**config.mk**
```make
export PLATFORM = sky130hd
export DESIGN_NAME = cpu_core
export DESIGN_NICKNAME = d
export VERILOG_FILES = /design/src/hw/cpu_isa_pkg.sv /design/src/hw/cpu_types_pkg.sv /design/src/hw/alu.sv /design/src/hw/cpu_core.sv /design/src/hw/decode_latch.sv /design/src/hw/execute_unit.sv /design/src/hw/fetch_sequencer.sv /design/src/hw/register_file.sv
export SDC_FILE = /design/constraint.sdc
export NUM_CORES = 1
export LEC_CHECK = 0
export BUFFER_PORTS_ARGS = -buffer_cell sky130_fd_sc_hd__clkbuf_2
export CAP_MARGIN = 20
export CORE_MARGIN = 2
export CORE_UTILIZATION = 53
export CTS_BUF_LIST = sky130_fd_sc_hd__clkbuf_8
export CTS_CLUSTER_DIAMETER = 120
export DETAILED_ROUTE_END_ITERATION = 10
export PLACE_DENSITY = 0.77
export RECOVER_POWER = 25
export REMOVE_ABC_BUFFERS = 1
export SYNTH_ARGS = -nofsm -noshare
export SYNTH_HDL_FRONTEND = slang
export SYNTH_HIERARCHICAL = 1
export SYNTH_SLANG_ARGS = --single-unit
```
**constraint.sdc**
```tcl
create_clock -name clock -period 13.12 [get_ports clock]
set_input_delay 0 -clock clock [delete_from_list [all_inputs] [get_ports clock]]
set_output_delay 0 -clock clock [all_outputs]
set_load 0.01 [all_outputs]
```
**src/hw/cpu_isa_pkg.sv**
```systemverilog
`default_nettype none

package cpu_isa_pkg;

    // Order matches opcode bits 5 to 3
    typedef enum logic [2:0] {
        ALU_ADD,
        ALU_ADC,
        ALU_SUB,
        ALU_SBC,
        ALU_AND,
        ALU_XOR,
        ALU_OR,
        ALU_CP
    } alu_op_t;

    typedef enum logic [2:0] {
        CLS_NOP,
        CLS_LD_RR,
        CLS_LD_RN,
        CLS_LD_R_MEM,
        CLS_ST_MEM_R,
        CLS_ALU_R,
        CLS_ALU_N,
        CLS_JP
    } op_class_t;

    // One state per bus cycle
    typedef enum logic [2:0] {
        SEQ_FETCH,
        SEQ_OPERAND_LO,
        SEQ_OPERAND_HI,
        SEQ_MEM_READ,
        SEQ_MEM_WRITE,
        SEQ_EXECUTE
    } seq_state_t;

    typedef enum logic [1:0] {COND_NZ, COND_Z, COND_NC, COND_C} cond_t;   // Opcode bits 4 to 3

    localparam logic [7:0] OPCODE_JP = 8'hC3;   // Unconditional jump

endpackage

`default_nettype wire

```
**src/hw/cpu_types_pkg.sv**
```systemverilog
`default_nettype none

package cpu_types_pkg;

    // Datapath widths
    typedef logic [7:0]  byte_t;
    typedef logic [15:0] addr_t;   // Memory bus address
    typedef logic [2:0]  reg_idx_t;

    // Register numbers as they appear in the opcode ddd and sss fields
    localparam reg_idx_t REG_H   = 3'd4;
    localparam reg_idx_t REG_L   = 3'd5;
    localparam reg_idx_t REG_MEM = 3'd6;   // Memory at H:L, not a register
    localparam reg_idx_t REG_A   = 3'd7;   // Accumulator

endpackage

`default_nettype wire

```
**src/hw/alu.sv**
```systemverilog
`timescale 1ns/1ps
`default_nettype none

module alu (
    input  wire cpu_isa_pkg::alu_op_t op,
    input  wire cpu_types_pkg::byte_t a,
    input  wire cpu_types_pkg::byte_t b,
    input  wire                       carry_in,
    output cpu_types_pkg::byte_t      result,
    output logic                      carry_out,
    output logic                      zero
);
    import cpu_isa_pkg::*;

    logic [8:0] wide;   // Bit 8 holds carry or borrow

    always_comb
    begin
        wide = '0;
        case (op)
            ALU_ADD:
                wide = {1'b0, a} + {1'b0, b};
            ALU_ADC:
                wide = {1'b0, a} + {1'b0, b} + {8'd0, carry_in};
            ALU_SUB, ALU_CP:
                wide = {1'b0, a} - {1'b0, b};   // Wraps to set bit 8 on borrow
            ALU_SBC:
                wide = {1'b0, a} - {1'b0, b} - {8'd0, carry_in};
            ALU_AND:
                wide = {1'b0, a & b};
            ALU_XOR:
                wide = {1'b0, a ^ b};
            ALU_OR:
                wide = {1'b0, a | b};
        endcase
    end

    assign result    = wide[7:0];
    assign carry_out = wide[8];
    assign zero      = (wide[7:0] == 8'd0);

endmodule

`default_nettype wire

```
**src/hw/cpu_core.sv**
```systemverilog
`timescale 1ns/1ps
`default_nettype none

module cpu_core #(
    parameter cpu_types_pkg::addr_t RESET_VECTOR = 16'h0100
) (
    input  wire                       clock,
    input  wire                       rst_n,
    input  wire cpu_types_pkg::byte_t db_rdata,
    output cpu_types_pkg::addr_t      db_address,
    output cpu_types_pkg::byte_t      db_wdata,
    output logic                      db_nread,
    output logic                      db_nwrite
);
    import cpu_types_pkg::*;
    import cpu_isa_pkg::*;

    op_class_t op_class;
    reg_idx_t  dst;
    reg_idx_t  src;
    alu_op_t   alu_op;
    cond_t     cond;
    logic      conditional;
    addr_t     operand_word;
    byte_t     mem_byte;
    addr_t     hl;
    logic      jump_taken;
    logic      load_opcode;
    logic      load_lo;
    logic      load_hi;
    logic      load_mem;
    logic      execute;

    fetch_sequencer #(
        .RESET_VECTOR(RESET_VECTOR)
    ) fetch_m (
        .clock       (clock),
        .rst_n       (rst_n),
        .op_class    (op_class),
        .operand_word(operand_word),
        .hl          (hl),
        .jump_taken  (jump_taken),
        .db_address  (db_address),
        .db_nread    (db_nread),
        .db_nwrite   (db_nwrite),
        .load_opcode (load_opcode),
        .load_lo     (load_lo),
        .load_hi     (load_hi),
        .load_mem    (load_mem),
        .execute     (execute)
    );

    decode_latch decode_m (
        .clock       (clock),
        .rst_n       (rst_n),
        .db_rdata    (db_rdata),
        .load_opcode (load_opcode),
        .load_lo     (load_lo),
        .load_hi     (load_hi),
        .load_mem    (load_mem),
        .op_class    (op_class),
        .dst         (dst),
        .src         (src),
        .alu_op      (alu_op),
        .cond        (cond),
        .conditional (conditional),
        .operand_word(operand_word),
        .mem_byte    (mem_byte)
    );

    execute_unit execute_m (
        .clock      (clock),
        .rst_n      (rst_n),
        .execute    (execute),
        .op_class   (op_class),
        .dst        (dst),
        .src        (src),
        .alu_op     (alu_op),
        .cond       (cond),
        .conditional(conditional),
        .imm        (operand_word[7:0]),   // Low operand byte is the immediate
        .mem_byte   (mem_byte),
        .hl         (hl),
        .jump_taken (jump_taken),
        .db_wdata   (db_wdata)
    );

endmodule

`default_nettype wire

```
**src/hw/decode_latch.sv**
```systemverilog
`timescale 1ns/1ps
`default_nettype none

module decode_latch (
    input  wire                       clock,
    input  wire                       rst_n,
    input  wire cpu_types_pkg::byte_t db_rdata,
    input  wire                       load_opcode,
    input  wire                       load_lo,
    input  wire                       load_hi,
    input  wire                       load_mem,
    output cpu_isa_pkg::op_class_t    op_class,
    output cpu_types_pkg::reg_idx_t   dst,
    output cpu_types_pkg::reg_idx_t   src,
    output cpu_isa_pkg::alu_op_t      alu_op,
    output cpu_isa_pkg::cond_t        cond,
    output logic                      conditional,
    output cpu_types_pkg::addr_t      operand_word,
    output cpu_types_pkg::byte_t      mem_byte
);
    import cpu_types_pkg::*;
    import cpu_isa_pkg::*;

    byte_t opcode;
    byte_t operand_lo;   // Also the immediate byte
    byte_t operand_hi;
    byte_t mem_data;

    always_ff @(posedge clock)
    begin
        if (!rst_n)
            opcode <= '0;   // nop
        else if (load_opcode)
            opcode <= db_rdata;
    end

    always_ff @(posedge clock)
    begin
        if (load_lo)
            operand_lo <= db_rdata;
        if (load_hi)
            operand_hi <= db_rdata;
        if (load_mem)
            mem_data <= db_rdata;
    end

    assign dst          = opcode[5:3];
    assign src          = opcode[2:0];
    assign alu_op       = alu_op_t'(opcode[5:3]);
    assign cond         = cond_t'(opcode[4:3]);
    assign conditional  = (opcode != OPCODE_JP);
    assign operand_word = {operand_hi, operand_lo};
    assign mem_byte     = mem_data;

    always_comb
    begin
        op_class = CLS_NOP;
        case (opcode[7:6])
            2'b00:
            begin
                if (src == REG_MEM)
                    op_class = CLS_LD_RN;
            end
            2'b01:
            begin
                if (dst == REG_MEM && src == REG_MEM)
                    op_class = CLS_NOP;   // 0x76
                else if (src == REG_MEM)
                    op_class = CLS_LD_R_MEM;
                else if (dst == REG_MEM)
                    op_class = CLS_ST_MEM_R;
                else
                    op_class = CLS_LD_RR;
            end
            2'b10:
                op_class = CLS_ALU_R;
            default:
            begin
                if (src == REG_MEM)
                    op_class = CLS_ALU_N;
                else if (opcode == OPCODE_JP || (!opcode[5] && src == 3'b010))
                    op_class = CLS_JP;   // C3, C2, CA, D2, DA
            end
        endcase
    end

endmodule

`default_nettype wire

```
**src/hw/execute_unit.sv**
```systemverilog
`timescale 1ns/1ps
`default_nettype none

module execute_unit (
    input  wire                          clock,
    input  wire                          rst_n,
    input  wire                          execute,
    input  wire cpu_isa_pkg::op_class_t  op_class,
    input  wire cpu_types_pkg::reg_idx_t dst,
    input  wire cpu_types_pkg::reg_idx_t src,
    input  wire cpu_isa_pkg::alu_op_t    alu_op,
    input  wire cpu_isa_pkg::cond_t      cond,
    input  wire                          conditional,
    input  wire cpu_types_pkg::byte_t    imm,
    input  wire cpu_types_pkg::byte_t    mem_byte,
    output cpu_types_pkg::addr_t         hl,
    output logic                         jump_taken,
    output cpu_types_pkg::byte_t         db_wdata
);
    import cpu_types_pkg::*;
    import cpu_isa_pkg::*;

    byte_t    acc;
    byte_t    src_data;
    byte_t    alu_b;
    byte_t    alu_result;
    logic     alu_carry;
    logic     alu_zero;
    logic     is_alu;
    logic     flag_z;
    logic     flag_c;
    logic     cond_met;
    logic     write_enable;
    reg_idx_t write_index;
    byte_t    write_data;

    register_file reg_file_m (
        .clock       (clock),
        .rst_n       (rst_n),
        .write_enable(write_enable),
        .write_index (write_index),
        .read_index_a(REG_A),
        .read_index_b(src),
        .write_data  (write_data),
        .read_data_a (acc),
        .read_data_b (src_data),
        .hl          (hl)
    );

    alu alu_m (
        .op       (alu_op),
        .a        (acc),
        .b        (alu_b),
        .carry_in (flag_c),
        .result   (alu_result),
        .carry_out(alu_carry),
        .zero     (alu_zero)
    );

    assign is_alu   = (op_class == CLS_ALU_R) || (op_class == CLS_ALU_N);
    assign alu_b    = (op_class == CLS_ALU_N) ? imm : src_data;
    assign db_wdata = src_data;   // Store source

    always_comb
    begin
        write_index  = dst;
        write_data   = src_data;
        write_enable = 1'b0;
        case (op_class)
            CLS_LD_RR:
                write_enable = execute;
            CLS_LD_RN:
            begin
                write_data   = imm;
                write_enable = execute;
            end
            CLS_LD_R_MEM:
            begin
                write_data   = mem_byte;
                write_enable = execute;
            end
            CLS_ALU_R, CLS_ALU_N:
            begin
                write_index  = REG_A;
                write_data   = alu_result;
                write_enable = execute && (alu_op != ALU_CP);   // cp keeps A
            end
            default:
                write_enable = 1'b0;
        endcase
    end

    always_ff @(posedge clock)
    begin
        if (!rst_n)
        begin
            flag_z <= 1'b0;
            flag_c <= 1'b0;
        end
        else if (execute && is_alu)
        begin
            flag_z <= alu_zero;
            flag_c <= alu_carry;
        end
    end

    always_comb
    begin
        case (cond)
            COND_NZ: cond_met = !flag_z;
            COND_Z:  cond_met = flag_z;
            COND_NC: cond_met = !flag_c;
            default: cond_met = flag_c;
        endcase
    end

    assign jump_taken = (op_class == CLS_JP) && (!conditional || cond_met);

endmodule

`default_nettype wire

```
**src/hw/fetch_sequencer.sv**
```systemverilog
`timescale 1ns/1ps
`default_nettype none

module fetch_sequencer #(
    parameter cpu_types_pkg::addr_t RESET_VECTOR = 16'h0000
) (
    input  wire                          clock,
    input  wire                          rst_n,
    input  wire cpu_isa_pkg::op_class_t  op_class,
    input  wire cpu_types_pkg::addr_t    operand_word,
    input  wire cpu_types_pkg::addr_t    hl,
    input  wire                          jump_taken,
    output cpu_types_pkg::addr_t         db_address,
    output logic                         db_nread,
    output logic                         db_nwrite,
    output logic                         load_opcode,
    output logic                         load_lo,
    output logic                         load_hi,
    output logic                         load_mem,
    output logic                         execute
);
    import cpu_types_pkg::*;
    import cpu_isa_pkg::*;

    addr_t      pc;
    seq_state_t state_q;
    seq_state_t state;            // Cycle being run now
    seq_state_t state_next;
    logic       running;          // Low through reset and the cycle after it
    logic       decode_pending;   // Set in the cycle right after a fetch

    // Opcode is only latched once fetch ends, so the second cycle is chosen here
    always_comb
    begin
        state = state_q;
        if (decode_pending)
        begin
            case (op_class)
                CLS_LD_RN, CLS_ALU_N, CLS_JP:
                    state = SEQ_OPERAND_LO;
                CLS_LD_R_MEM:
                    state = SEQ_MEM_READ;
                CLS_ST_MEM_R:
                    state = SEQ_MEM_WRITE;
                default:
                    state = SEQ_EXECUTE;
            endcase
        end
    end

    always_comb
    begin
        case (state)
            SEQ_FETCH:
                state_next = SEQ_EXECUTE;   // Replaced by the dispatch above
            SEQ_OPERAND_LO:
                state_next = (op_class == CLS_JP) ? SEQ_OPERAND_HI : SEQ_EXECUTE;
            SEQ_OPERAND_HI, SEQ_MEM_READ:
                state_next = SEQ_EXECUTE;
            default:
                state_next = SEQ_FETCH;
        endcase
    end

    always_comb
    begin
        db_address  = pc;
        db_nread    = 1'b1;
        db_nwrite   = 1'b1;
        load_opcode = 1'b0;
        load_lo     = 1'b0;
        load_hi     = 1'b0;
        load_mem    = 1'b0;
        execute     = 1'b0;
        if (running)
        begin
            case (state)
                SEQ_FETCH:
                begin
                    db_nread    = 1'b0;
                    load_opcode = 1'b1;
                end
                SEQ_OPERAND_LO:
                begin
                    db_nread = 1'b0;
                    load_lo  = 1'b1;
                end
                SEQ_OPERAND_HI:
                begin
                    db_nread = 1'b0;
                    load_hi  = 1'b1;
                end
                SEQ_MEM_READ:
                begin
                    db_address = hl;
                    db_nread   = 1'b0;
                    load_mem   = 1'b1;
                end
                SEQ_MEM_WRITE:
                begin
                    db_address = hl;
                    db_nwrite  = 1'b0;
                end
                default:
                    execute = 1'b1;
            endcase
        end
    end

    always_ff @(posedge clock)
    begin
        if (!rst_n)
        begin
            pc             <= RESET_VECTOR;
            state_q        <= SEQ_FETCH;
            running        <= 1'b0;
            decode_pending <= 1'b0;
        end
        else
        begin
            running <= 1'b1;
            if (running)
            begin
                state_q        <= state_next;
                decode_pending <= (state == SEQ_FETCH);
                if (load_opcode || load_lo || load_hi)
                    pc <= pc + 16'd1;
                else if (execute && jump_taken)
                    pc <= operand_word;
            end
        end
    end

endmodule

`default_nettype wire

```
**src/hw/register_file.sv**
```systemverilog
`timescale 1ns/1ps
`default_nettype none

module register_file (
    input  wire                          clock,
    input  wire                          rst_n,
    input  wire                          write_enable,
    input  wire cpu_types_pkg::reg_idx_t write_index,
    input  wire cpu_types_pkg::reg_idx_t read_index_a,
    input  wire cpu_types_pkg::reg_idx_t read_index_b,
    input  wire cpu_types_pkg::byte_t    write_data,
    output cpu_types_pkg::byte_t         read_data_a,
    output cpu_types_pkg::byte_t         read_data_b,
    output cpu_types_pkg::addr_t         hl
);
    import cpu_types_pkg::*;

    byte_t regs [8];

    always_ff @(posedge clock)
    begin
        if (!rst_n)
        begin
            for (int i = 0; i < 8; i++)
                regs[i] <= '0;
        end
        else if (write_enable)
        begin
            regs[write_index] <= write_data;
        end
    end

    assign read_data_a = regs[read_index_a];
    assign read_data_b = regs[read_index_b];

    // Memory pointer for loads and stores
    assign hl = {regs[REG_H], regs[REG_L]};

endmodule

`default_nettype wire

```
After elaboration in Yosys (flattened, before gate mapping)

Memory sizes are Yosys's and may differ from the RTL's. A register that Yosys moved wholly into a read port is not among the register bits.
Cells that the tools add are included.

Eq/ne operators: 27
Reduce and logical (&&, ||, !) cells: 31
Add/subtract/negate cells: 5
Mux-type cells: 45
Bitwise gates (word level): 3

Operators by type and width:

| operator                                            | count |
|---|---|
| two-way mux 16 bit                                  | 4 |
| case mux 9 bit (7 select lines)                     | 1 |
| two-way mux 3 bit                                   | 11 |
| equality test 3 bit, second input constant          | 10 |
| case mux 8 bit (3 select lines)                     | 1 |
| equality test 3 x 2 -> 1 bit, second input constant | 7 |
| two-way mux 1 bit                                   | 20 |
| case mux 3 bit (3 select lines)                     | 2 |
| adder 16 x 1 -> 16 bit, second input constant       | 1 |
| two-way mux 8 bit                                   | 2 |
| adder 8 x 8 -> 9 bit                                | 1 |
| adder 9 x 1 -> 9 bit                                | 1 |
| equality test 3 x 1 -> 1 bit, second input constant | 3 |
| OR reduction 3 bit                                  | 3 |
| subtractor 8 x 8 -> 9 bit                           | 1 |
| subtractor 9 x 1 -> 9 bit                           | 1 |
| AND 8 bit                                           | 1 |
| equality test 8 bit, second input constant          | 1 |
| logical NOT 8 bit                                   | 1 |
| inequality test 8 bit, second input constant        | 1 |
| bitwise OR 8 bit                                    | 1 |
| OR reduction 8 bit                                  | 1 |
| bitwise XOR 8 bit                                   | 1 |
| logical AND 1 bit                                   | 6 |
| other kinds (16)                                    | 29 |

Output and inout bits: 26
Word-level logic and storage cells: 122
Register bits after elaboration: 55
Bits in writable memories: 64
Memories: 1

Memory list:

| name                      | depth | width | rd ports | clocked after memory_dff | wr ports | line                | source |
|---|---|---|---|---|---|---|---|
| execute_m.reg_file_m.regs | 8     | 8     | 4        | 1                        | 8        | register_file.sv:18 | `byte_t regs [8];` |

Depth between registers and ports, before layout

Gate-level depths: netlist (run 1).

Word-level depth: 21
Gate-level depth with buffers: 24

Cells and area by module

The synthesis (run 1) kept the hierarchy.

By module, submodules not included:

| module          | instances | area an instance (µm²) | cells each |
|---|---|---|---|
| register_file   | 1         | 3,527.1                | 223 |
| alu             | 1         | 1,981.9                | 277 |
| fetch_sequencer | 1         | 1,535.2                | 189 |
| decode_latch    | 1         | 1,213.7                | 77 |
| execute_unit    | 1         | 601.8                  | 100 |

Least setup slack after synthesis (run 1)

No wires, ideal clock.

Path type: reg2reg
From: register decode_m.opcode[3]
To: memory execute_m/reg_file_m/regs[2][7] in the netlist's numbering (data pin)
Path buffers: 2
Path slack: 8.306 ns
Cell stages (with the launch flop): 23
Arrival time: 4.546 ns
Data required time: 12.852 ns
Library setup time: 0.268 ns
Cells stage by stage: dfxtp_1 > o31ai_1 > nand3_1 > a31oi_1 > buf_4 > nand3b_1 > buf_2 > o21ai_0 > ha_1 > inv_1 > fa_1 > nor2b_2 > o311ai_2 > a311oi_1 > nand3_1 > o21ai_0 > a22o_1 > nand2_1 > nand2_1 > o21ai_0 > a221o_1 > inv_1 > nor3_1

RTL lines:

| element                | line                | source |
|---|---|---|
| start, declared        | decode_latch.sv:24  | `byte_t opcode;` |
| start signal, assigned | decode_latch.sv:34  | `opcode <= db_rdata;` |
| end, declared          | register_file.sv:18 |  |

==> results.sh, run 1 <==
export IMPL_worst_hold_slack_ns=0.4170
export IMPL_crit_path_max_fanout=29
export IMPL_powerDensity_nw_per_um2=115.5
export IMPL_cts_buffers=17
export IMPL_worst_setup_path_type="reg2reg"
export IMPL_setup_violations_final=0
export IMPL_achievable_frequency_mhz=160.2
export IMPL_clk_insertion_delay_late_ns=0.44
export IMPL_routed_wl_um=24590
export IMPL_synth_commonest_cells="88 x edfxtp_1, 81 x nand2_1, 62 x nor3_1"
export IMPL_report_final_slew_viol_count=52
export IMPL_async_set_or_reset_flop_fraction_in_the_synthesized_netlist_pct=0
export IMPL_multi_input_comb_area_um2=4925
export IMPL_antenna_cells_inserted=0
export IMPL_routability_congestion_estimate_from_global_placement=0.9863
export IMPL_route_detailed_vias_per_inst=6.541
export IMPL_post_synth_main_area_contributors="edfxtp_1 30%, mux4_1 8.6%, dfxtp_1 6.8%"
export IMPL_floorplan_io_pins=36
export IMPL_post_route_worst_setup_slack_ns=6.879
export IMPL_clock_tree_buffer_depth=2
export IMPL_cts_hold_repair_buffers=8
export IMPL_drtAntennaViolNets=0
export IMPL_critical_path_slowest_cell="dfxtp_1"
export IMPL_totalNegativeSetupSlack_ns=0
export IMPL_tritoncts="done"
export IMPL_crit_path_max_incr_delay_ns=0.98
export IMPL_flow_area_growth_from_synthesis_pct=6.637
export IMPL_ir_drop_mv=0.1038
export IMPL_worstPathCellList="o21ai_0 > a21oi_1 > nor2_1 > buf_4 > nand3b_1 > o21ai_0 > inv_1 > ha_1 > or2_2 > o311ai_2 > a21boi_1 > a311oi_1 > nand4_1 > a21boi_0 > o21ai_0 > nand2_1 > o21ai_0 > a221o_1 > inv_1 > nor3_1"
export IMPL_p_leak_nw=3.452
export IMPL_horizontal_extent_of_the_die_um=133.3
export IMPL_synth_main_ff_cell="edfxtp_1"
export IMPL_critical_path_launch_point_type="flip-flop"
export IMPL_cts_htree_levels=4
export IMPL_io_buffers=35
export IMPL_postLayoutCoreUtil_pct=57.38
export IMPL_failed_checks="capacitance limit, slew limit"
export IMPL_fillerInstances=1440
export IMPL_critPathMostFrequentCell="o21ai_0"
export IMPL_antenna_violations_before_repair=0
export IMPL_die_area_um2=17770
export IMPL_cell_variety_after_synth=102
export IMPL_run_status="finished, violations left"
export IMPL_final_net_count=920
export IMPL_yosysWarningCount=6
export IMPL_synth_top_area_cell="edfxtp_1"
export IMPL_end_kind="flip-flop"
export IMPL_via_count=7274
export IMPL_pre_cts_slack_ns=7.177
export IMPL_cp_top_family="compound AO/OA/AOI/OAI gates"
export IMPL_hold_viol_final=0
export IMPL_library_cell_with_the_highest_instance_count_after_synthesis="edfxtp_1"
export IMPL_worst_path_buf_inv=3
export IMPL_hpwlAfterDp_um=17240
export IMPL_dp_cells=1071
export IMPL_groute_usage_overall_pct=27.60
export IMPL_initial_utilization_pct=53.81
export IMPL_cts_clk_slew_worst_paths_ns=0.08
export IMPL_synth_seq_area_share_pct=36.60
export IMPL_cts_root_buf="clkbuf_8"
export IMPL_timing_worst_slew_pin_value_ns=2.293
export IMPL_drc_errors=0
export IMPL_clock_sink_count=118
export IMPL_overflow=0
export IMPL_netlist_area_um2=8860
export IMPL_cts_repair_resized=0
export IMPL_design_area_um2=9448
export IMPL_final_instance_count_excl_fill=1112
export IMPL_largest_net_degree_at_the_start_of_global_routing=52
export IMPL_post_synth_cell_area_avg_um2=10.23
export IMPL_drive_above_1_share_pct=14.80
export IMPL_drt_pass1_iter_count=5
export IMPL_post_cts_buffers=0
export IMPL_design_core_area_um2=16470
export IMPL_yosys_register_bits=118
export IMPL_detail_route_iter0_violations=895
export IMPL_synth_top_area_share_pct=29.83
export IMPL_cp_data_arrival_time_ns=6.41
export IMPL_p_total_mw=1.091
export IMPL_clock_period_minus_worst_slack_ns=6.241
export IMPL_finalClockSkew_ns=0.01690
export IMPL_placed_cell_area_um2=8956
export IMPL_ff_latch_area_um2=3243
export IMPL_post_drt_wl_per_cell_um=22.11
export IMPL_syn_inst=866
export IMPL_die_height_um=133.3
export IMPL_worstPathRequired_ns=13.29
export IMPL_first_global_vias=6704
export IMPL_grt_pass1_wl_um=37850
export IMPL_rsz0062_at_grt="no"
export IMPL_row_count=47
export IMPL_post_route_period_util_pct=47.57
export IMPL_max_cap_violations=1
export IMPL_max_slew_margin_pct=-52.89
export IMPL_synth_edff_count=88
export IMPL_holdCritPathClass="in2reg"
==> path summary, 6_finish.rpt <==
path / from / slack (ns) / to / depth (start not counted)
worst max register to register: decode_m/opcode[3] / 6.88 / execute_m/reg_file_m/regs[3][6] / 20
worst max-delay path: decode_m/opcode[3] / 6.88 / execute_m/reg_file_m/regs[3][6] / 20
worst min register to register: execute_m/flag_z / 0.46 / execute_m/flag_z / 2
worst min-delay path: db_rdata[1] / 0.42 / decode_m/operand_hi[1] / 2
==> where the power goes <==
part	switching, mW	internal (mW)	total [mW]
Combinational	0.191	0.110	0.301
Sequential	0.0170	0.410	0.427
Clock	0.152	0.211	0.363
==> sequential cells by signal, summed over array words and instances, names as in the netlist, 2 cells and up <==
register and cells:
decode_m/mem_byte 8, decode_m/opcode 8, decode_m/operand_hi 8, decode_m/operand_lo 8
execute_m/reg_file_m/regs 64, fetch_m/pc 16, fetch_m/state_q 2
==> layout make-up <==
| cell class | count | share of cell area (%) |
|---|---|---|
| Multi-Input combinational cell | 626 | 52.13 |
| Sequential cell | 118 | 34.33 |
| Timing Repair Buffer | 62 | 3.933 |
| Tap cell | 220 | 2.914 |
| Clock buffer | 18 | 2.622 |
| Inverter | 54 | 2.145 |
| Clock inverter | 14 | 1.934 |
==> layer usage <==
metal  vias to the layer above  track usage (%)  share of wire, %
met5                         -                0                 0
met1                      3511            38.54                42
li1                       3321                -                 -
met2                       398            43.01                46
met4                         0            7.624               2.2
met3                        44            7.040               9.6
==> worst register-to-register path, cell delays in order, from the launching register on <==
cell and delay [ns]:
dfxtp_1 0.98, o21ai_0 0.21, a21oi_1 0.18, nor2_1 0.05
buf_4 0.18, nand3b_1 0.46, o21ai_0 0.58, inv_1 0.13
ha_1 0.42, or2_2 0.36, o311ai_2 0.11, a21boi_1 0.13
a311oi_1 0.51, nand4_1 0.26, a21boi_0 0.22, o21ai_0 0.15
nand2_1 0.15, o21ai_0 0.16, a221o_1 0.40, inv_1 0.23
nor3_1 0.10
==> cells by family after synthesis <==
family / Yosys count / synth area share, %
xor+xnor: 11 / 1.426
other cells: 1 / 0.04233
mux: 74 / 14.55
flops: 118 / 36.60
compound gates: 193 / 15.87
fa+ha+maj: 31 / 4.547
buf+inv: 124 / 7.965
simple gates: 314 / 18.99
==> cell usage in the layout (no fill, tap or decap), types with 5 or more instances in the layout <==
cell and n:
nor2_1 40, clkbuf_2 26, a21oi_1 31, o32ai_1 8, dfxtp_1 30, nor4_1 17, a211oi_1 8, and2_1 5
buf_4 15, nand2b_1 12, nor2b_1 16, o21ai_0 48, a31oi_1 6, nand3_1 18, mux4_1 29, dlygate4sd3_1 8
and3_1 7, nor3_1 62, mux2_1 8, clkbuf_8 18, inv_1 56, a21boi_0 5, mux2i_1 11, clkbuf_1 13
edfxtp_1 88, o31ai_1 5, nand4_1 12, a221o_1 9, nand2_1 81, ha_1 29, o2bb2ai_1 5, mux2_2 23
Note: power is estimated with default switching activity, not from simulation.
==> run 2, diff against run 1 <==
Settings changed: PLACE_DENSITY 0.77 to 0.8.
Clock period 13.12 ns to 5 ns, I/O delays scaled along.
==> run 2 against run 1 <==
Net effect:
- the flow still finishes with violations (capacitance limit, slew limit)
- sequential cell count unchanged
- maximum frequency up 28%
- clock-buffer cell count is 1 lower
- hold slack worse by 0.28 ns
- design area grew 2.6%
- combinational power rose to 2.9 times the previous value
- power rose to 2.6 times the previous value
- critical path type unchanged
==> results.sh, run 2 (synthesis gave the netlist of run 1 again) <==
export IMPL_placed_cell_area_um2=9141
export IMPL_first_global_vias=6901
export IMPL_worst_setup_path_type="reg2reg"
export IMPL_dp_cells=1094
export IMPL_final_net_count=943
export IMPL_final_instance_count_excl_fill=1136
export IMPL_fillerInstances=1393
export IMPL_report_final_slew_viol_count=44
export IMPL_failed_checks="capacitance limit, slew limit"
export IMPL_detail_route_iter0_violations=974
export IMPL_row_count=47
export IMPL_largest_net_degree_at_the_start_of_global_routing=44
export IMPL_clock_period_minus_worst_slack_ns=4.886
export IMPL_most_common_cell_after_layout_fill_and_taps_aside="edfxtp_1"
export IMPL_achievable_frequency_mhz=204.7
export IMPL_worst_hold_slack_ns=0.1329
export IMPL_finalClockSkew_ns=0.01753
export IMPL_die_area_um2=17770
export IMPL_route_detailed_vias_per_inst=6.588
export IMPL_pre_cts_slack_ns=0.04084
export IMPL_cts_clk_slew_worst_paths_ns=0.08
export IMPL_cts_htree_levels=4
export IMPL_max_slew_margin_pct=-22.70
export IMPL_via_count=7484
export IMPL_postLayoutCoreUtil_pct=58.85
export IMPL_clk_insertion_delay_late_ns=0.45
export IMPL_max_cap_violations=1
export IMPL_design_core_area_um2=16470
export IMPL_cp_data_arrival_time_ns=5.04
export IMPL_setup_violations_final=0
export IMPL_hpwlAfterDp_um=17970
export IMPL_cts_buffers=17
export IMPL_top_register="execute_m/reg_file_m/regs"
export IMPL_horizontal_extent_of_the_die_um=133.3
export IMPL_die_height_um=133.3
export IMPL_drc_errors=0
export IMPL_drtAntennaViolNets=0
export IMPL_crit_path_max_fanout=21
export IMPL_reg2reg_setup_slack_ns=0.11
export IMPL_routability_congestion_estimate_from_global_placement=0.9648
export IMPL_cts_root_buf="clkbuf_8"
export IMPL_post_route_worst_setup_slack_ns=0.1142
export IMPL_overflow=0
export IMPL_design_area_um2=9691
export IMPL_drive_above_1_share_pct=19.02
export IMPL_post_route_period_util_pct=97.72
export IMPL_critical_path_launch_point_type="flip-flop"
export IMPL_most_common_layout_cells="88 x edfxtp_1, 81 x nand2_1, 60 x nor3_1"
export IMPL_clock_sink_count=118
export IMPL_initial_utilization_pct=53.81
export IMPL_tritoncts="done"
export IMPL_clock_tree_buffer_depth=2
export IMPL_hold_viol_final=0
export IMPL_io_buffers=35
export IMPL_grt_pass1_wl_um=38840
export IMPL_largest_register_ffs=64
export IMPL_run_status="finished, violations left"
export IMPL_end_kind="flip-flop"
export IMPL_powerDensity_nw_per_um2=297.0
export IMPL_antenna_violations_before_repair=1
export IMPL_routed_wl_um=25140
export IMPL_worstPathRequired_ns=5.15
export IMPL_holdCritPathClass="in2reg"
export IMPL_flow_area_growth_from_synthesis_pct=9.377
export IMPL_timing_worst_slew_pin_value_ns=1.841
export IMPL_largest_registers="execute_m/reg_file_m/regs x64, fetch_m/pc x16"
export IMPL_ir_drop_mv=0.2093
export IMPL_floorplan_io_pins=36
export IMPL_drt_pass1_iter_count=5
export IMPL_post_drt_wl_per_cell_um=22.13
export IMPL_groute_usage_overall_pct=28.37
export IMPL_p_leak_nw=3.566
[run 2: cell types whose count changed in the layout (fill, tap and decap cells not counted), sizes merged]
cell	previous run	this run
clkinvlp	2	3
clkbuf	57	55
buf	15	39
clkinv	4	6
bufinv	4	3
diode	0	1
inv	58	57
[run 2: area by class of cell]
class	count	area, um2	share of cell area, %
well taps	220	275.3	2.841
clock inverters	15	162.7	1.679
multi-input cells	626	5007	51.67
repair buffers	85	558.0	5.759
inverters	54	206.4	2.130
flip-flops and latches	118	3244	33.48
diodes	1	2.502	0.02582
clock buffers	17	234.0	2.414
[run 2: final timing paths]
check	cells past startpoint	from	to
worst max-delay path	19	decode_m/opcode[0]	execute_m/reg_file_m/regs[1][5]
worst min-delay path	2	rst_n	execute_m/reg_file_m/regs[1][3]
worst max register to register	19	decode_m/opcode[0]	execute_m/reg_file_m/regs[1][5]
worst min register to register	2	execute_m/flag_z	execute_m/flag_z
[run 2: worst max-delay path: stages (launching register included)]
cell and delay [ns]:
dfxtp_1 0.36, buf_12 0.19, mux4_1 0.58, mux2_1 0.41
nand2_1 0.12, o21ai_2 0.09, inv_1 0.10, ha_1 0.25
buf_4 0.19, or2_4 0.27, a21o_2 0.24, xnor2_4 0.16
and4_4 0.18, a31o_2 0.23, a221o_1 0.31, nand2_1 0.12
o21ai_0 0.10, a221o_1 0.35, inv_1 0.24, nor4_1 0.10
[run 2: timing repair]
action / CTS / global route
hold buffers: 8 / 0
setup endpoints to repair: 0 / 56
endpoints found under the hold margin: 32 / 0
gates resized for setup: 0 / 29
setup buffers: 0 / 0
[run 2: per-layer routing]
metal | wire, um | share of wire [%] | vias up | GRT usage, %
met5 | 0 | 0 | - | 0
met4 | 657 | 2.6 | 0 | 8.747
met3 | 2493 | 9.9 | 64 | 5.518
met2 | 11640 | 46 | 469 | 43.56
met1 | 10340 | 41 | 3573 | 40.91
li1 | - | - | 3378 | -
[run 2: where the power goes]
group | leakage, nW | switching [mW] | total, mW | internal (mW)
Combinational | 2.24 | 0.543 | 0.880 | 0.338
Clock | 0.206 | 0.405 | 0.892 | 0.486
Sequential | 1.12 | 0.0301 | 1.11 | 1.08
[run 2: through the flow]
step           power (mW)  setup TNS [ns]
2_1_floorplan       1.670          -73.63
3_3_place_gp        1.934               0
3_5_place_dp        1.941               0
4_1_cts             2.823               0
5_1_grt             2.994         -0.2143
6_report            2.878               0
==> run 3, diff against run 2 <==
Settings changed: GPL_ROUTABILITY_DRIVEN set to 0, SYNTH_HIERARCHICAL 1 to not set.
==> run 3 against run 2 <==
Net effect:
- the run still ends with capacitance limit, slew limit left
- register-to-register slack improved by 0.03 ns
- via count fell by 11%
- first-iteration DRC count fell by 0.62%
- clock-buffer cell count did not move
- largest cell class unchanged
- critical path type unchanged
- clock skew fell by 0.0066 ns
- setup slack improved by 0.027 ns
==> results.sh, run 3 <==
export IMPL_holdCritPathClass="in2reg"
export IMPL_io_buffers=35
export IMPL_fillerInstances=1108
export IMPL_cp_data_arrival_time_ns=5.21
export IMPL_flow_area_growth_from_synthesis_pct=12.10
export IMPL_final_instance_count_excl_fill=991
export IMPL_synth_commonest_cells="91 x nor2_1, 88 x edfxtp_1, 55 x nand2_1"
export IMPL_synth_seq_area_share_pct=43.62
export IMPL_largest_registers="execute_m.reg_file_m.regs x64, fetch_m.pc x16"
export IMPL_crit_path_max_fanout=11
export IMPL_max_slew_margin_pct=-19.03
export IMPL_netlist_area_um2=7572
export IMPL_design_core_area_um2=13930
export IMPL_final_net_count=840
export IMPL_cts_root_buf="clkbuf_8"
export IMPL_most_common_layout_cells="92 x nor2_1, 88 x edfxtp_1, 54 x nand2_1"
export IMPL_first_global_vias=6172
export IMPL_yosysWarningCount=0
export IMPL_synth_edff_count=88
export IMPL_post_cts_buffers=0
export IMPL_totalNegativeSetupSlack_ns=0
export IMPL_antenna_cells_inserted=0
export IMPL_finalClockSkew_ns=0.01092
export IMPL_cts_buffers=17
export IMPL_r2r_worst_path_cells=14
export IMPL_worst_setup_path_type="reg2reg"
export IMPL_achievable_frequency_mhz=205.8
export IMPL_drc_errors=0
export IMPL_largest_net_degree_at_the_start_of_global_routing=41
export IMPL_multi_input_comb_area_um2=4023
export IMPL_run_status="finished, violations left"
export IMPL_powerDensity_nw_per_um2=319.9
export IMPL_worstHoldPathCells=2
export IMPL_end_kind="flip-flop"
export IMPL_crit_path_max_incr_delay_ns=0.61
export IMPL_synth_main_ff_cell="edfxtp_1"
export IMPL_cell_variety_after_synth=85
export IMPL_via_count=6654
export IMPL_ir_drop_mv=0.2174
export IMPL_report_final_slew_viol_count=41
export IMPL_post_drt_wl_per_cell_um=21.99
export IMPL_worst_path_buf_inv=0
export IMPL_critical_path_slowest_cell="dfxtp_1"
export IMPL_ff_latch_area_um2=3303
export IMPL_rsz0062_at_grt="no"
export IMPL_most_common_cell_after_layout_fill_and_taps_aside="nor2_1"
export IMPL_timing_worst_slew_pin_value_ns=1.785
export IMPL_async_set_or_reset_flop_fraction_in_the_synthesized_netlist_pct=0
export IMPL_failed_checks="capacitance limit, slew limit"
export IMPL_detail_route_iter0_violations=968
export IMPL_horizontal_extent_of_the_die_um=123.5
export IMPL_drt_pass1_iter_count=8
export IMPL_worstPathRequired_ns=5.36
export IMPL_top_register="execute_m.reg_file_m.regs"
export IMPL_post_synth_main_area_contributors="edfxtp_1 35%, dfxtp_1 8.7%, ha_1 5.0%"
export IMPL_cts_clk_slew_worst_paths_ns=0.08
export IMPL_synth_top_area_cell="edfxtp_1"
export IMPL_cts_htree_levels=4
export IMPL_tritoncts="done"
export IMPL_reg2reg_setup_slack_ns=0.14
export IMPL_cp_top_family="simple AND/OR/NAND/NOR gates"
export IMPL_library_cell_with_the_highest_instance_count_after_synthesis="nor2_1"
export IMPL_hold_viol_final=0
export IMPL_antenna_violations_before_repair=1
export IMPL_clock_sink_count=121
export IMPL_critical_path_launch_point_type="flip-flop"
export IMPL_clk_insertion_delay_late_ns=0.44
export IMPL_die_area_um2=15260
export IMPL_route_detailed_vias_per_inst=6.714
export IMPL_max_cap_violations=1
export IMPL_p_leak_nw=3.144
export IMPL_min_delay_start="db_rdata[0]"
export IMPL_clock_period_minus_worst_slack_ns=4.859
export IMPL_die_height_um=123.5
export IMPL_grt_pass1_wl_um=33250
export IMPL_setup_violations_final=0
export IMPL_worst_hold_slack_ns=0.4390
export IMPL_groute_usage_overall_pct=29.31
export IMPL_syn_inst=747
export IMPL_dp_cells=949
export IMPL_post_route_period_util_pct=97.18
export IMPL_synth_top_area_share_pct=34.90
export IMPL_drtAntennaViolNets=0
export IMPL_drive_above_1_share_pct=16.15
export IMPL_worstHoldEndpoint="decode_m.operand_lo[0]"
export IMPL_yosys_register_bits=121
export IMPL_floorplan_io_pins=36
export IMPL_row_count=43
export IMPL_initial_utilization_pct=54.34
export IMPL_worstPathCellList="mux4_2 > mux2_1 > mux2_2 > ha_1 > fa_1 > a211oi_2 > nor2_2 > or2_1 > or4_1 > nor3_1 > xor2_1 > o31a_1 > a211o_1 > a21boi_0"
export IMPL_clock_tree_buffer_depth=2
export IMPL_largest_register_ffs=64
export IMPL_rr_endpoint="execute_m.flag_c"
export IMPL_overflow=0
export IMPL_routed_wl_um=21790
export IMPL_postLayoutCoreUtil_pct=60.91
export IMPL_post_synth_cell_area_avg_um2=10.14
export IMPL_hpwlAfterDp_um=15610
-- run 3: cell count changes after synthesis, sizes merged, moves of 19 or more --
cell and change:
nor3 -48, nor2 +51, buf -36, a221oi +20
nor2b +19, nand2 -26
-- run 3: area by class of cell --
cell class	count	share of cell area (%)
multi-input combinational	554	47.39
tap	180	2.653
inverter	39	1.725
clock buffer	17	2.756
sequential	121	38.92
clock inverter	15	1.975
timing repair buffer	65	4.584
-- run 3: routing by layer --
metal | up-vias | global-route usage (%) | share of wire (%)
li1 | 2870 | - | -
met1 | 3187 | 39.20 | 39
met2 | 500 | 44.99 | 46
met3 | 97 | 7.426 | 11
met4 | 0 | 13.07 | 4.2
met5 | - | 0 | 0
-- run 3: cell families after synthesis --
logic type	count (synthesis)	share of synthesized area, %
AND/OR/NAND/NOR	280	18.67
AO/OA/AOI/OAI	170	15.95
flip-flops	121	43.62
buffers and inverters	72	3.883
multiplexers	59	10.89
adder cells (fa/ha/maj)	32	5.486
XOR/XNOR	13	1.504
-- run 3: metrics by stage --
stage / cell area [um2] / power, mW / setup slack, ns
detailed placement: 7975 / 1.797 / 0.2453
floorplan: 7425 / 1.588 / 0.05273
global route: 8488 / 2.815 / 0.003315
global placement: 7975 / 1.775 / 0.3212
CTS: 8467 / 2.689 / 0.2071
finish: 8488 / 2.716 / 0.1408
-- run 3: worst max path at each step --
stage / startpoint / to / slack (ns) / depth (start not counted)
2_1_floorplan: flip-flop / execute_m.flag_z / 0.05 / 14
3_3_place_gp: flip-flop / execute_m.flag_z / 0.32 / 14
3_5_place_dp: flip-flop / execute_m.reg_file_m.regs[0][6] / 0.25 / 15
4_1_cts: flip-flop / execute_m.reg_file_m.regs[0][6] / 0.21 / 15
5_1_grt: flip-flop / execute_m.reg_file_m.regs[4][5] / 0.003 / 14
6_report: flip-flop / execute_m.flag_c / 0.14 / 14
-- run 3: where the power goes --
part,switching (mW),total (mW),internal [mW],leakage (nW)
registers,0.0319,1.13,1.10,1.14
clock network,0.447,0.899,0.453,0.192
logic,0.424,0.683,0.258,1.81
total,0.903,2.72,1.81,3.14
-- run 3: repair_timing --
item,in CTS,in global routing
setup endpoints to repair,0,23
gates resized for setup,0,10
hold endpoints to repair,34,0
hold buffers,9,0
